**src/clk_rst_pkg.sv**
```systemverilog
// Clock and reset shell package
// Widths, reset defaults, divider types and the controller state encoding
// shared by the board clock and reset block.

`default_nettype none

package clk_rst_pkg;

  ////////////////////////////////////////////////////////////////////////////
  // Widths and defaults
  ////////////////////////////////////////////////////////////////////////////

  localparam int unsigned DivWidth      = 4;
  localparam int unsigned RtcCntWidth   = 5;
  localparam int unsigned RstSyncStages = 2;

  // Ratio in clk_10 cycles
  typedef logic [DivWidth-1:0] div_val_t;

  // RTC prescaler count
  typedef logic [RtcCntWidth-1:0] rtc_cnt_t;

  localparam div_val_t HypClkDivDefault = div_val_t'(2);
  localparam div_val_t DivMin           = div_val_t'(2);

  // 10 MHz in, toggle every 5 cycles, 1 MHz out
  localparam rtc_cnt_t RtcHalfPeriod = rtc_cnt_t'(4);

  ////////////////////////////////////////////////////////////////////////////
  // Divider control
  ////////////////////////////////////////////////////////////////////////////

  typedef enum logic {
    DIV_IDLE,
    DIV_WAIT_EDGE
  } div_state_e;

  // Reload command to the period counter
  typedef struct packed {
    logic     load;
    div_val_t value;
  } div_load_t;

endpackage

`default_nettype wire
```
**src/board_clk_rst.sv**
```systemverilog
// Board clock and reset shell
// Synchronised system reset, 1 MHz RTC clock and the programmable
// memory PHY clock, all generated from clk_10.

`default_nettype none

module board_clk_rst (
  input  wire logic                  clk_10,
  input  wire logic                  rst_n,
  input  wire logic                  test_mode_i,
  input  wire logic                  div_valid_i,
  input  wire clk_rst_pkg::div_val_t div_i,
  output logic                       div_ready_o,
  output logic                       sys_rst_n_o,
  output logic                       rtc_clk_o,
  output logic                       hyp_clk_o
);

  logic                   sys_rst_n;
  logic                   period_end;
  clk_rst_pkg::div_load_t div_load;

  reset_sync reset_sync_inst (
    .clk_10      ( clk_10      ),
    .rst_n       ( rst_n       ),
    .test_mode_i ( test_mode_i ),
    .rst_n_o     ( sys_rst_n   )
  );

  assign sys_rst_n_o = sys_rst_n;

  rtc_divider rtc_divider_inst (
    .clk_10    ( clk_10    ),
    .rst_n     ( sys_rst_n ),
    .rtc_clk_o ( rtc_clk_o )
  );

  ////////////////////////////////////////////////////////////////////////////
  // PHY clock divider
  ////////////////////////////////////////////////////////////////////////////

  div_ctrl div_ctrl_inst (
    .clk_10       ( clk_10      ),
    .rst_n        ( sys_rst_n   ),
    .div_valid_i  ( div_valid_i ),
    .div_i        ( div_i       ),
    .div_ready_o  ( div_ready_o ),
    .period_end_i ( period_end  ),
    .load_o       ( div_load    )
  );

  clk_div_counter clk_div_counter_inst (
    .clk_10       ( clk_10     ),
    .rst_n        ( sys_rst_n  ),
    .load_i       ( div_load   ),
    .period_end_o ( period_end ),
    .hyp_clk_o    ( hyp_clk_o  )
  );

endmodule

`default_nettype wire

```
**src/clk_div_counter.sv**
```systemverilog
// PHY clock period counter
// Holds the active integer ratio and counts each period of it, giving a
// registered divided clock and an end-of-period flag for reloads.

`default_nettype none

module clk_div_counter (
  input  wire logic                   clk_10,
  input  wire logic                   rst_n,
  input  wire clk_rst_pkg::div_load_t load_i,
  output logic                        period_end_o,
  output logic                        hyp_clk_o
);

  clk_rst_pkg::div_val_t div_d, div_q;
  clk_rst_pkg::div_val_t cnt_d, cnt_q;
  logic                  hyp_clk_q;

  // Last cycle of the current period
  assign period_end_o = (cnt_q == clk_rst_pkg::div_val_t'(div_q - 1'b1));

  always_comb begin
    div_d = div_q;
    cnt_d = cnt_q + 1'b1;
    if (period_end_o) begin
      cnt_d = '0;
      // New ratio takes over from count 0
      if (load_i.load) begin
        div_d = load_i.value;
      end
    end
  end

  // Reset parks the count on the last cycle, clock low
  always_ff @(posedge clk_10 or negedge rst_n) begin
    if (!rst_n) begin
      div_q     <= clk_rst_pkg::HypClkDivDefault;
      cnt_q     <= clk_rst_pkg::div_val_t'(clk_rst_pkg::HypClkDivDefault - 1'b1);
      hyp_clk_q <= 1'b0;
    end else begin
      div_q     <= div_d;
      cnt_q     <= cnt_d;
      // High for floor(N/2) cycles of each period
      hyp_clk_q <= (cnt_d < (div_d >> 1));
    end
  end

  assign hyp_clk_o = hyp_clk_q;

  ////////////////////////////////////////////////////////////////////////////
  // Checks
  ////////////////////////////////////////////////////////////////////////////

  a_cnt_in_period : assert property (
    @(posedge clk_10) disable iff (!rst_n)
    cnt_q < div_q
  );

endmodule

`default_nettype wire

```
**src/div_ctrl.sv**
```systemverilog
// PHY clock divider controller
// Takes new ratios over a valid/ready port, clamps them to the minimum and
// holds them until the period counter reaches the end of its period.
// One request is in flight at a time.

`default_nettype none

module div_ctrl (
  input  wire logic                  clk_10,
  input  wire logic                  rst_n,
  input  wire logic                  div_valid_i,
  input  wire clk_rst_pkg::div_val_t div_i,
  output logic                       div_ready_o,
  input  wire logic                  period_end_i,
  output clk_rst_pkg::div_load_t     load_o
);

  clk_rst_pkg::div_state_e state_d, state_q;
  clk_rst_pkg::div_val_t   pend_d, pend_q;
  logic                    ready_q;
  logic                    accept;

  // Transfer on valid and ready
  assign accept = div_valid_i & ready_q;

  // Clamp to the smallest legal ratio
  always_comb begin
    if (div_i < clk_rst_pkg::DivMin) begin
      pend_d = clk_rst_pkg::DivMin;
    end else begin
      pend_d = div_i;
    end
  end

  ////////////////////////////////////////////////////////////////////////////
  // FSM
  ////////////////////////////////////////////////////////////////////////////

  always_comb begin
    state_d      = state_q;
    load_o.load  = 1'b0;
    load_o.value = pend_q;
    case (state_q)
      clk_rst_pkg::DIV_IDLE: begin
        if (accept) begin
          state_d = clk_rst_pkg::DIV_WAIT_EDGE;
        end
      end
      clk_rst_pkg::DIV_WAIT_EDGE: begin
        // Reload only on the last cycle of a period
        if (period_end_i) begin
          load_o.load = 1'b1;
          state_d     = clk_rst_pkg::DIV_IDLE;
        end
      end
      default: begin
        state_d = clk_rst_pkg::DIV_IDLE;
      end
    endcase
  end

  always_ff @(posedge clk_10 or negedge rst_n) begin
    if (!rst_n) begin
      state_q <= clk_rst_pkg::DIV_IDLE;
      ready_q <= 1'b0;
    end else begin
      state_q <= state_d;
      ready_q <= (state_d == clk_rst_pkg::DIV_IDLE);
    end
  end

  always_ff @(posedge clk_10) begin
    if (accept) begin
      pend_q <= pend_d;
    end
  end

  assign div_ready_o = ready_q;

  ////////////////////////////////////////////////////////////////////////////
  // Checks
  ////////////////////////////////////////////////////////////////////////////

  a_load_min : assert property (
    @(posedge clk_10) disable iff (!rst_n)
    load_o.load |-> (load_o.value >= clk_rst_pkg::DivMin)
  );

endmodule

`default_nettype wire

```
**src/rtc_divider.sv**
```systemverilog
// Real-time clock divider
// Turns clk_10 into the 1 MHz RTC clock with a prescale counter and a
// toggle flop. Both are held low in reset.

`default_nettype none

module rtc_divider (
  input  wire logic clk_10,
  input  wire logic rst_n,
  output logic      rtc_clk_o
);

  clk_rst_pkg::rtc_cnt_t cnt_d, cnt_q;
  logic                  rtc_clk_d, rtc_clk_q;

  always_comb begin
    cnt_d     = cnt_q + 1'b1;
    rtc_clk_d = rtc_clk_q;
    // Wrap and flip phase
    if (cnt_q == clk_rst_pkg::RtcHalfPeriod) begin
      cnt_d     = '0;
      rtc_clk_d = ~rtc_clk_q;
    end
  end

  always_ff @(posedge clk_10 or negedge rst_n) begin
    if (!rst_n) begin
      cnt_q     <= '0;
      rtc_clk_q <= 1'b0;
    end else begin
      cnt_q     <= cnt_d;
      rtc_clk_q <= rtc_clk_d;
    end
  end

  assign rtc_clk_o = rtc_clk_q;

  ////////////////////////////////////////////////////////////////////////////
  // Checks
  ////////////////////////////////////////////////////////////////////////////

  // Prescaler stays inside one half period
  a_cnt_bound : assert property (
    @(posedge clk_10) disable iff (!rst_n)
    cnt_q <= clk_rst_pkg::RtcHalfPeriod
  );

endmodule

`default_nettype wire

```
**src/reset_sync.sv**
```systemverilog
// Reset synchroniser
// Asserts asynchronously and releases on clk_10 through a short flop chain.
// Test mode hands the board reset straight through.

`default_nettype none

module reset_sync (
  input  wire logic clk_10,
  input  wire logic rst_n,
  input  wire logic test_mode_i,
  output logic      rst_n_o
);

  logic [clk_rst_pkg::RstSyncStages-1:0] sync_q;

  // Shift ones in after release, clear whole chain on assert
  always_ff @(posedge clk_10 or negedge rst_n) begin
    if (!rst_n) begin
      sync_q <= '0;
    end else begin
      sync_q <= {sync_q[clk_rst_pkg::RstSyncStages-2:0], 1'b1};
    end
  end

  // Bypass for scan and test
  always_comb begin
    if (test_mode_i) begin
      rst_n_o = rst_n;
    end else begin
      rst_n_o = sync_q[clk_rst_pkg::RstSyncStages-1];
    end
  end

  ////////////////////////////////////////////////////////////////////////////
  // Checks
  ////////////////////////////////////////////////////////////////////////////

  // Release never runs ahead of the board reset
  a_no_early_release : assert property (
    @(posedge clk_10) $rose(rst_n_o) |-> rst_n
  );

endmodule

`default_nettype wire

```
**config.mk**
```make
export PLATFORM = sky130hd
export DESIGN_NAME = board_clk_rst
export DESIGN_NICKNAME = d
export VERILOG_FILES = /design/src/clk_rst_pkg.sv /design/src/board_clk_rst.sv /design/src/clk_div_counter.sv /design/src/div_ctrl.sv /design/src/rtc_divider.sv /design/src/reset_sync.sv
export SDC_FILE = /design/constraint.sdc
export NUM_CORES = 1
export LEC_CHECK = 0
export ABC_AREA = 1
export BUFFER_PORTS_ARGS = -buffer_cell sky130_fd_sc_hd__clkbuf_2
export CAP_MARGIN = 15
export CORE_MARGIN = 2
export CORE_UTILIZATION = 40
export DETAILED_ROUTE_END_ITERATION = 10
export RECOVER_POWER = 50
export SLEW_MARGIN = 20
export SYNTH_ARGS = -nofsm -noshare
export SYNTH_HDL_FRONTEND = slang
export SYNTH_SLANG_ARGS = --single-unit
```
**constraint.sdc**
```tcl
create_clock -name clk_10 -period 2.2 [get_ports clk_10]
set_input_delay 0.44 -clock clk_10 [delete_from_list [all_inputs] [get_ports clk_10]]
set_output_delay 0.44 -clock clk_10 [all_outputs]
set_load 0.005 [all_outputs]
```
-- Yosys cells after proc, flatten, opt, wreduce, memory -nomap -nowiden
Index checks and enable logic that the tools add are counted.
W data, S select, Z words.
- logic and storage cells: 32
- bits in registers: 23
- input port bits: 8
- output and inout bits: 4
- bitwise logic cells: 4
- reductions and logical operators: 1
- add/sub/neg operators: 3
- equal/unequal tests: 2
- magnitude comparators: 2
- mux-type cells: 10
- operator list (kind ; number):
    $mux W4 ; 3
    $add A5 B1 Y5 const B ; 1
    $eq A5 B3 Y1 const B ; 1
    $mux W1 ; 5
    $mux W5 ; 1
    $add A4 B1 Y4 const B ; 1
    $eq A4 B4 Y1 ; 1
    $lt A4 B2 Y1 const B ; 1
    $lt A4 B3 Y1 ; 1
    $sub A4 B1 Y4 const B ; 1
    $not A1 Y1 ; 3
    $pmux W1 S2 ; 1
    $reduce_and A2 Y1 ; 1
    $and A1 B1 Y1 ; 1

-- Longest topological paths before layout
Gate-level depths: netlist of run 1.
- depth in word-level cells: 7
- gate-level depth with buffers: 15
- depth with buffers taken out: 15

-- Hierarchy
Synthesis of run 1 repeated with hierarchy kept, for this count alone.
- cells, all modules: 135
- area total of the unflattened synthesis: 1184.9 µm²
- by module, submodules not included (module ; sequential area each (µm²) ; times used ; cells each ; area an instance (µm²)):
    clk_div_counter ; 227.7 ; 1 ; 77 ; 603.1
    rtc_divider ; 150.1 ; 1 ; 30 ; 281.5
    div_ctrl ; 170.2 ; 1 ; 21 ; 231.5
    reset_sync ; 50.0 ; 1 ; 7 ; 68.8

-- Worst setup path before layout of run 1
OpenSTA, ideal clock, no wires.
- path type: reg2reg
- start point: register clk_div_counter_inst.div_q[1]
- end point: register clk_div_counter_inst.hyp_clk_q (netlist: clk_div_counter_inst.hyp_clk_o)
- arrival: 2064 ps
- cell stages (with the launch flop): 15
- buffers on the path: 0
- setup slack: 63 ps
- required time: 2127 ps
- cell sequence: dfstp_2 -> inv_1 -> ha_1 -> nand2_1 -> clkinv_1 -> nor2_1 -> nand2_2 -> nor2_4 -> nand3_2 -> or2_0 -> o21ai_2 -> ha_1 -> nand2_1 -> nand2_1 -> a21oi_2
- longest elaborated chain between the ends: 7
- elaborated cells on any way between the ends: 8
- those cells by class: add/sub: 1; order compare: 1; eq/ne: 1; mux: 5
- ends and longest elaborated chain (what ; RTL line ; text):
    start, declared ; clk_div_counter.sv:15 ; clk_rst_pkg::div_val_t div_d, div_q;
    start signal, assigned ; clk_div_counter.sv:37 ; div_q <= clk_rst_pkg::HypClkDivDefault;
    start signal, assigned ; clk_div_counter.sv:41 ; div_q <= div_d;
    $sub A4 B1 Y4 ; clk_div_counter.sv:20 ; assign period_end_o = (cnt_q == clk_rst_pkg::div_val_t'(div_q - 1'b1));
    $eq A4 B4 Y1 ; clk_div_counter.sv:20 ;
    $mux W1 ; div_ctrl.sv:51 ; if (period_end_i) begin
    $mux W1 ; div_ctrl.sv:43 ; case (state_q)
    $mux W4 ; clk_div_counter.sv:28 ; if (load_i.load) begin
    $mux W4 ; clk_div_counter.sv:25 ; if (period_end_o) begin
    $lt A4 B3 Y1 * ; clk_div_counter.sv:44 ; hyp_clk_q <= (cnt_d < (div_d >> 1));
    end signal, assigned ; clk_div_counter.sv:44 ;
    end, declared ; clk_div_counter.sv:17 ; logic hyp_clk_q;
Mark *: on every way between the ends. The rest lies on a longest branch, timed or not.
A chain may end at the register's enable or synchronous reset.

-- Final worst setup path of run 1
Ends and elaborated chain as after synthesis.

==> results of run 1 <==
[kinds of logic (layout without fill, tap and decap cells)]
family | Yosys count | count (layout) | synth area share
other cells | 1 | 1 | 0.00338
xor+xnor | 5 | 5 | 0.0394
simple gates | 44 | 44 | 0.193
flops | 23 | 23 | 0.538
mux | 1 | 1 | 0.0101
compound gates | 9 | 9 | 0.0541
fa+ha+maj | 6 | 6 | 0.0676
buf+inv | 28 | 52 | 0.0946
[per-layer routing]
| layer | global-route usage | up-vias |
|---|---|---|
| met4 | 0.0408 | 0 |
| met2 | 0.241 | 3 |
| met3 | 0.0138 | 2 |
| li1 | - | 407 |
| met5 | 0 | - |
| met1 | 0.146 | 367 |
[through the flow]
stage	hold slack, ns	instance area, µm²	TNS, ns
3_5_place_dp	0.235	1230	-0.0478
5_1_grt	0.365	1330	-0.0586
3_3_place_gp	0.231	1230	0
6_report	0.365	1330	0
2_1_floorplan	0.144	1110	0
4_1_cts	0.245	1320	0
[state kept, by name, indices dropped and copies added (netlist names)]
| signal | cells |
|---|---|
| clk_div_counter_inst.hyp_clk_o | 1 |
| div_ctrl_inst.state_q | 1 |
| rtc_divider_inst.rtc_clk_o | 1 |
| div_ctrl_inst.pend_q | 4 |
| reset_sync_inst.sync_q | 2 |
| rtc_divider_inst.cnt_q | 5 |
| clk_div_counter_inst.cnt_q | 4 |
| div_ctrl_inst.div_ready_o | 1 |
| clk_div_counter_inst.div_q | 4 |
[synth_stat cells (all sizes together)]
| library cell | count | area [µm²] |
|---|---|---|
| a21oi | 2 | 13.8 |
| and2 | 1 | 6.26 |
| clkbuf | 2 | 7.51 |
| clkinv | 1 | 3.75 |
| conb | 1 | 3.75 |
| dfrtp | 17 | 425 |
| dfstp | 2 | 52.6 |
| edfxtp | 4 | 120 |
| ha | 6 | 75.1 |
| inv | 25 | 93.8 |
| mux2 | 1 | 11.3 |
| nand2 | 21 | 88.8 |
| nand3 | 7 | 40.0 |
| nand4 | 2 | 12.5 |
| nor2 | 10 | 47.6 |
| o21ai | 6 | 37.5 |
| o31a | 1 | 8.76 |
| or2 | 3 | 18.8 |
| xnor2 | 2 | 17.5 |
| xor2 | 3 | 26.3 |
[power by group through the flow]
stage | clock (W) | sequential, W | combinational, W
floorplan | 0 | 0.000647 | 0.000646
global placement | 0 | 0.000663 | 0.000831
detailed placement | 0 | 0.000668 | 0.000871
CTS | 0.000192 | 0.000660 | 0.000964
global route | 0.000209 | 0.000684 | 0.00114
finish | 0.000180 | 0.000664 | 0.00101
[layout make-up]
class | instances | area, µm² | share of cell area
well taps | 31 | 38.8 | 0.0292
multi-input cells | 66 | 433 | 0.326
inverters | 26 | 97.6 | 0.0736
repair buffers | 22 | 133 | 0.100
clock buffers | 4 | 26.3 | 0.0198
flip-flops and latches | 23 | 598 | 0.451
[what timing repair did]
item,in CTS,in global routing
hold endpoints to repair,2,0
resized for setup,3,4
pin swaps,4,4
hold buffers,1,0
setup endpoints to repair,1,1
buffers inserted,4,1
[path summary, 6_finish.rpt]
| path | slack [ns] | to |
|---|---|---|
| worst max register to register | 0.05 | clk_div_counter_inst.hyp_clk_o |
| worst min register to register | 0.36 | reset_sync_inst.sync_q[1] |
| worst min-delay path | 0.36 | reset_sync_inst.sync_q[1] |
| worst max-delay path | 0.05 | clk_div_counter_inst.hyp_clk_o |
| max in group asynchronous | 0.53 | clk_div_counter_inst.div_q[2] |
| min in group asynchronous | 0.47 | reset_sync_inst.sync_q[0] |
==> summary.txt, run 1 <==
most frequent cells in the layout - inv_1 (19), nand2_1 (17), dfrtp_1 (17)
DP Worst Slack - -0.0478 ns
crit path max fanout - 5
Max transition margin - 0.399
die area - 0.00322 mm²
# fillers - 272
vias per std cell - 4.53
CTS max path bufs - 2
Setup crit start - clk_div_counter_inst.div_q[1]
GRT Total Usage - 0.127
most common cell after layout, fill and taps aside - inv_1
Critical Path Source Type - flop
crit path setup slack, layout - 0.0486 ns
Logic pwr share - 0.544
switch share - 0.404
area delta synth->final - 19.4%
P_int - 0.00110 W
CP required - 2.43 ns
Clk pwr share - 0.097
final worst path period need - 2.15 ns
Worst path slowest cell - dfstp_2
switching power - 0.000748 W
Die X - 56.7 µm
DR pass1 iterations - 3
Worst Path Arrival - 2.38 ns
Initial Utilization - 0.414
Antenna Cells - 0
worst-margin pin slew - 0.902 ns
maxcap violations - 0
number of global-route vias before repair - 793
Core Region - 0.00269 mm²
wire length on met3 - 28 µm
Worst-Skew Late Latency - 0.29 ns
total gr overflow - 0
max-slew violations - 0
crit share post-route - 0.978
worst r2r src - clk_div_counter_inst.div_q[1]
TritonCTS clock tree - done
root buf cell - clkbuf_4
Routed met1 length - 783 µm
largest net degree at the start of global routing - 18
RSZ-0062 raised after global routing - yes
Syn Area/Cell - 9.50 µm²
DPL Wire Length - 1400 µm
fin cells - 172
Syn Nets - 131
family with the most delay on the worst path - simple AND/OR/NAND/NOR gates
Top Metal Used - met4
# nets final - 156
I/O Buffers - 11
Vias - 779
P_leak - 0.668 nW
buffer and inverter count on the worst path - 1
placed cells - 162
Seq/Total Area, Yosys - 0.538
total CTS buffers - 3
Rows - 19
GPL Wtd Cong - 0.749
Hold Path Depth - 0
DRT iter0 DRCs - 8
register bit total from synthesis - 23
worst r2r path cells - 13
H-Tree Depth - 1
Routed WL - 1800 µm
VDD IR max - 0.751 mV
cells along the critical path - inv_2 > ha_4 > nor2_2 > nor2_2 > nand2_2 > nor2_4 > nand3_4 > or2_0 > o21ai_2 > ha_1 > nand2_1 > nand2_1 > a21oi_2
first-pass GRT wire length - 3220 µm
Mapped Area - 0.00111 mm²
Crit Path Class - flop to flop
Setup Viol. Count Final - 0
cells after synthesis - 117
worst hold path startpoint - reset_sync_inst.sync_q[0]
DRC - 0
worst hold path type - flop to flop
antenna violation net count after detailed routing - 0
pwr/cell area - 1400 mW/mm²
unique cell type count in the Yosys netlist - 27
Clock Pin Slew Worst Setup and Hold Paths - 0.11 ns
CTS sink cnt - 23
CP max stage delay - 0.54 ns
initial antenna violation count - 0
critical path depth - 13
power consumption - 0.00185 W
Die Y - 56.7 µm
final hold violation count - 0
status - completed
crit path capture type - flop
share of cells above drive strength 1 - 0.298
Reg power frac - 0.359
WL/cell - 10.5 µm
I/O pins - 12
Fmax achieved - 0.465 GHz
Setup Skew - 0.00332 ns
Final Core Density - 0.494
met2 wire length - 977 µm
Ys Warns - 0
No activity file was read; power rests on OpenSTA's default activity.
==> run 2: changes to the inputs <==
- CELL_PAD_IN_SITES_DETAIL_PLACEMENT: default -> 1
- CELL_PAD_IN_SITES_GLOBAL_PLACEMENT: default -> 1
- PLACE_DENSITY_LB_ADDON: default -> 0.1
==> run 2 against run 1 <==
  * First-iteration DRC count rose to 2.9 times the previous value
  * Clock-buffer cell count down 1
  * Sequential power up 0.9%
  * Critical endpoint unchanged
  * Power up 5.9%
  * Worst hold slack worse by 0.0021 ns
==> summary.txt, run 2 (synthesized netlist as in run 1, its figures left out) <==
Core Region - 0.00269 mm² (unchanged)
largest net degree at the start of global routing - 18 (unchanged)
pwr/cell area - 1440 mW/mm² (+3.4%)
VDD IR max - 0.643 mV (-14%)
Rows - 19 (unchanged)
RSZ-0062 raised after global routing - yes
Worst path slowest cell - dfstp_2
Fmax achieved - 0.459 GHz (-1.1%)
crit path capture type - flop
CTS sink cnt - 23 (unchanged)
family with the most delay on the worst path - simple AND/OR/NAND/NOR gates
fin cells - 174 (+1.2%)
maxcap violations - 0 (unchanged)
crit path setup slack, layout - 0.0236 ns (-0.0250 ns)
total CTS buffers - 3 (unchanged)
vias per std cell - 4.70 (+3.7%)
buffer and inverter count on the worst path - 3 (+2)
Initial Utilization - 0.414 (unchanged)
crit share post-route - 0.989 (+0.0114)
Routed WL - 2180 µm (+21%)
CP required - 2.46 ns (+0.03 ns)
Top Metal Used - met4
most frequent cells in the layout - inv_1 (19), dfrtp_1 (17), nand2_1 (15)
first-pass GRT wire length - 3890 µm (+21%)
Clock Pin Slew Worst Setup and Hold Paths - 0.13 ns (+0.02 ns)
final hold violation count - 0 (unchanged)
Die Y - 56.7 µm (unchanged)
wire length on met3 - 46 µm (+64%)
H-Tree Depth - 1 (unchanged)
I/O pins - 12 (unchanged)
number of global-route vias before repair - 934 (+18%)
Worst Path Arrival - 2.44 ns (+0.06 ns)
GPL Wtd Cong - 0.735 (-1.9%)
max-slew violations - 0 (unchanged)
cells along the critical path - inv_2 > ha_4 > nand2_2 > inv_4 > nor2_4 > nand2_2 > nor2_4 > nand3_4 > buf_4 > or2_0 > o21ai_2 > ha_1 > a21oi_2
# nets final - 158 (+1.3%)
share of cells above drive strength 1 - 0.329 (+0.0308)
I/O Buffers - 11 (unchanged)
status - completed
largest reg by FF count - rtc_divider_inst.cnt_q
met2 wire length - 1230 µm (+26%)
DRT iter0 DRCs - 23 (+15)
initial antenna violation count - 0 (unchanged)
Max transition margin - 0.403 (+0.00399)
DP Worst Slack - -0.103 ns (-0.0551 ns)
Die X - 56.7 µm (unchanged)
worst-margin pin slew - 0.896 ns (-0.00598 ns)
DRC - 0 (unchanged)
die area - 0.00322 mm² (unchanged)
total gr overflow - 0 (unchanged)
WL/cell - 12.5 µm (+19%)
CP max stage delay - 0.54 ns (about the same)
max reg flops - 5 (unchanged)
most common cell after layout, fill and taps aside - inv_1
R2R Setup Slk - 0.02 ns (-0.02 ns)
Worst-Skew Late Latency - 0.32 ns (+0.03 ns)
DPL Wire Length - 1710 µm (+22%)
Vias - 817 (+4.9%)
Crit Path Class - flop to flop
GRT Total Usage - 0.168 (+0.0406)
final worst path period need - 2.18 ns (+0.0250 ns)
placed cells - 165 (+1.9%)
crit path max fanout - 3 (-2)
antenna violation net count after detailed routing - 0 (unchanged)
area delta synth->final - 22.2%
worst hold path type - primary input to flop
Antenna Cells - 0 (unchanged)
root buf cell - clkbuf_4
Routed met1 length - 830 µm (+6.0%)
Critical Path Source Type - flop
CTS max path bufs - 2 (unchanged)
P_leak - 0.684 nW (+2.3%)
TritonCTS clock tree - done
Setup Skew - 0.00694 ns (+0.00362 ns)
DR pass1 iterations - 3 (unchanged)
Setup Viol. Count Final - 0 (unchanged)
-- run 2: changes by cell type in the layout (fill, tap and decap cells not counted), sizes merged --
| cell | delta |
|---|---|
| clkinv | +1 |
| buf | +2 |
| clkbuf | -1 |
-- run 2: repair_timing --
item / 4_1_cts / 5_1_grt
hold buffers: 1 / 0
setup buffers: 4 / 0
pin swaps: 7 / 5
setup endpoints to repair: 1 / 1
resized for setup: 6 / 6
hold endpoints to repair: 2 / 0
-- run 2: area by class of cell --
| class | instances | area, µm² |
|---|---|---|
| repair buffers | 24 | 148 |
| clock buffers | 3 | 22.5 |
| well taps | 31 | 38.8 |
| flip-flops and latches | 23 | 598 |
| clock inverters | 1 | 5.00 |
| multi-input cells | 66 | 445 |
| fillers | 330 | 1330 |
| inverters | 26 | 100 |
-- run 2: layer usage --
metal	up-vias	global-route usage
met3	5	0.0300
met5	-	0
met2	7	0.311
met4	0	0.112
met1	400	0.166
li1	405	-
-- run 2: final timing paths --
path	cells after the start	to	from
min in group asynchronous	2	reset_sync_inst.sync_q[1]	rst_n
hold reg to reg	0	reset_sync_inst.sync_q[1]	reset_sync_inst.sync_q[0]
setup / recovery	13	clk_div_counter_inst.hyp_clk_o	clk_div_counter_inst.div_q[1]
hold / removal	1	div_ctrl_inst.pend_q[2]	div_i[2]
max in group asynchronous	4	clk_div_counter_inst.div_q[0]	rst_n
setup reg to reg	13	clk_div_counter_inst.hyp_clk_o	clk_div_counter_inst.div_q[1]
-- run 2: report_power, final --
group          internal (W)  total [W]  switching [W]
Combinational      0.000505    0.00109       0.000587
Clock             0.0000682   0.000198       0.000130
Sequential         0.000568   0.000670       0.000102
Total               0.00114    0.00196       0.000818
-- run 2: stage by stage --
stage	power [W]	utilization	hold slack (ns)	TNS (ns)	area [µm²]
5_1_grt	0.00216	0.505	0.362	-0.112	1360
3_3_place_gp	0.00154	0.468	0.229	-0.000305	1260
2_1_floorplan	0.00129	-	0.144	0	1110
3_5_place_dp	0.00161	0.468	0.233	-0.103	1260
6_report	0.00196	0.505	0.362	0	1360
4_1_cts	0.00193	0.503	0.283	0	1350
==> run 3: changes to the inputs <==
- CORE_UTILIZATION: 40 -> 39
- clock period: 2.2 -> 1.9 ns (I/O delays scaled with it)
==> run 3 against run 2 <==
  * The flow now finishes with violations (negative setup slack)
  * Clock-buffer cell count up 1
  * Critical path depth up 1
  * Critical endpoint unchanged
  * Worst hold slack worse by 0.12 ns
  * Sequential share of layout area down 0.24 points
  * Setup slack worse by 0.25 ns
  * Power up 15%
  * Clock skew down 0.0050 ns
  * Largest cell class unchanged
  * Die area up 2.4%
  * Combinational power up 16%
  * Wire length up 0.14%
  * Register-to-register slack worse by 0.25 ns
  * First-iteration DRC count down 65%
==> summary.txt, run 3 (synthesized netlist as in run 1, its figures left out) <==
status - finished with violations
failing checks - negative setup slack
reg2reg end - clk_div_counter_inst.hyp_clk_o
share of cells above drive strength 1 - 0.331 (+0.00236)
R2R Setup Slk - -0.23 ns (-0.25 ns)
Crit Path Class - flop to flop
# fillers - 333 (+0.91%)
total CTS buffers - 3 (unchanged)
number of global-route vias before repair - 891 (-4.6%)
Min Hold Slack - 0.242 ns (-0.120 ns)
final worst path period need - 2.13 ns (-0.0458 ns)
Die Y - 57.4 µm (+1.2%)
DPL Wire Length - 1760 µm (+2.7%)
CP max stage delay - 0.55 ns (about the same)
family with the most delay on the worst path - simple AND/OR/NAND/NOR gates
worst r2r src - clk_div_counter_inst.div_q[1]
pwr/cell area - 1650 mW/mm² (+14%)
crit path setup slack, layout - -0.231 ns (-0.254 ns)
crit path capture type - flop
WL/cell - 12.4 µm (-1.0%)
Clock Pin Slew Worst Setup and Hold Paths - 0.12 ns (about the same)
CTS sink cnt - 23 (unchanged)
P_leak - 0.695 nW (+1.7%)
total gr overflow - 0 (unchanged)
maxcap violations - 0 (unchanged)
TritonCTS clock tree - done
I/O Buffers - 11 (unchanged)
Initial Utilization - 0.406 (-0.00719)
Setup Skew - 0.00193 ns (-0.00500 ns)
DRT iter0 DRCs - 8 (-65%)
max reg flops - 5 (unchanged)
area delta synth->final - 22.9%
worst hold path type - primary input to async pin
max-slew violations - 0 (unchanged)
Vias - 799 (-2.2%)
Worst-Skew Late Latency - 0.30 ns (-0.02 ns)
Worst path slowest cell - dfstp_2
buffer and inverter count on the worst path - 2 (-1)
Die X - 57.4 µm (+1.2%)
final hold violation count - 0 (unchanged)
area of the multi-input gates - 440 µm² (-1.1%)
Core Region - 0.00273 mm² (+1.8%)
Setup Viol. Count Final - 2 (+2)
crit path max fanout - 4 (+1)
Area after DPL - 0.00129 mm² (+3.0%)
GPL Wtd Cong - 0.758 (+3.1%)
largest reg by FF count - rtc_divider_inst.cnt_q
Critical Path Source Type - flop
DRC - 0 (unchanged)
crit share post-route - 1.12 (+0.132)
Final Cell Area - 0.00137 mm² (+0.55%)
initial antenna violation count - 0 (unchanged)
power consumption - 0.00225 W (+15%)
antenna violation net count after detailed routing - 0 (unchanged)
CTS max path bufs - 2 (unchanged)
Antenna Cells - 0 (unchanged)
vias per std cell - 4.54 (-3.3%)
die area - 0.00329 mm² (+2.4%)
most common cell after layout, fill and taps aside - inv_1
most frequent cells in the layout - inv_1 (20), dfrtp_1 (17), nand2_1 (15)
critical path depth - 14 (+1)
first-pass GRT wire length - 3990 µm (+2.5%)
Storage cell area - 598 µm² (unchanged)
Rows - 19 (unchanged)
VDD IR max - 0.815 mV (+27%)
I/O pins - 12 (unchanged)
H-Tree Depth - 1 (unchanged)
GRT Total Usage - 0.158 (-0.00929)
cells along the critical path - inv_2 > ha_4 > nand2_2 > inv_2 > nor2_2 > nand2_2 > nor2_4 > nand3_4 > or2_1 > o21ai_2 > ha_1 > nand2_1 > nand2_1 > a21oi_2
root buf cell - clkbuf_4
Routed WL - 2180 µm (+0.14%)
RSZ-0062 raised after global routing - yes
# nets final - 160 (+1.3%)
largest net degree at the start of global routing - 18 (unchanged)
Worst Setup EP - clk_div_counter_inst.hyp_clk_o
Worst Path Arrival - 2.37 ns (-0.07 ns)
worst r2r path cells - 14 (+1)
Setup crit start - clk_div_counter_inst.div_q[1]
DR pass1 iterations - 3 (unchanged)
CP required - 2.14 ns (-0.32 ns)
Fmax achieved - 0.469 GHz (+2.1%)
## run 3: cell type report
cell class	count	share of cell area
multi-input cells	66	0.323
clock buffers	4	0.0192
repair buffers	26	0.120
well taps	31	0.0284
inverters	26	0.0715
flip-flops and latches	23	0.438
## run 3: per-layer routing
layer | GRT usage | share of wire
met1 | 0.187 | 0.40
met2 | 0.299 | 0.58
met3 | 0.0204 | 0.0096
met4 | 0.0399 | 0.0064
met5 | 0 | 0
## run 3: metrics by stage
| step | setup WS (ns) | TNS, ns | std cells | utilization |
|---|---|---|---|---|
| after floorplan | -0.180 | -0.180 | 117 | - |
| after global placement | -0.202 | -0.202 | 168 | 0.474 |
| after detailed placement | -0.308 | -0.326 | 168 | 0.474 |
| after CTS | -0.327 | -0.420 | 175 | 0.495 |
| after global routing | -0.348 | -0.543 | 176 | 0.499 |
| final | -0.231 | -0.250 | 176 | 0.499 |
## run 3: worst min path at each step
stage                           start                         to  slack, ns  cells past startpoint
after floorplan                 rst_n  reset_sync_inst.sync_q[0]       0.08                      0
after global placement          rst_n  reset_sync_inst.sync_q[1]       0.17                      1
after detailed placement        rst_n  reset_sync_inst.sync_q[0]       0.18                      1
after CTS                 test_mode_i  rtc_divider_inst.cnt_q[1]       0.17                      3
after global routing      test_mode_i  rtc_divider_inst.cnt_q[1]       0.29                      3
final                     test_mode_i  div_ctrl_inst.div_ready_o       0.24                      3
## run 3: repair_timing
action	CTS	global route
pin swaps	7	7
hold buffers	1	0
setup buffers	2	1
setup endpoints to repair	3	5
resized for setup	3	4
endpoints found under the hold margin	2	0
## run 3: tightest hold or removal path, stage by stage
cell and delay, ns:
clkbuf_2 0.08, mux2_1 0.14, clkbuf_2 0.39
## run 3: power by group
| part | total (W) | switching (W) | internal, W | leakage (nW) |
|---|---|---|---|---|
| Clock | 0.000223 | 0.000141 | 0.0000817 | 0.0150 |
| Sequential | 0.000767 | 0.000109 | 0.000658 | 0.262 |
| Combinational | 0.00126 | 0.000662 | 0.000599 | 0.419 |
| Total | 0.00225 | 0.000912 | 0.00134 | 0.695 |
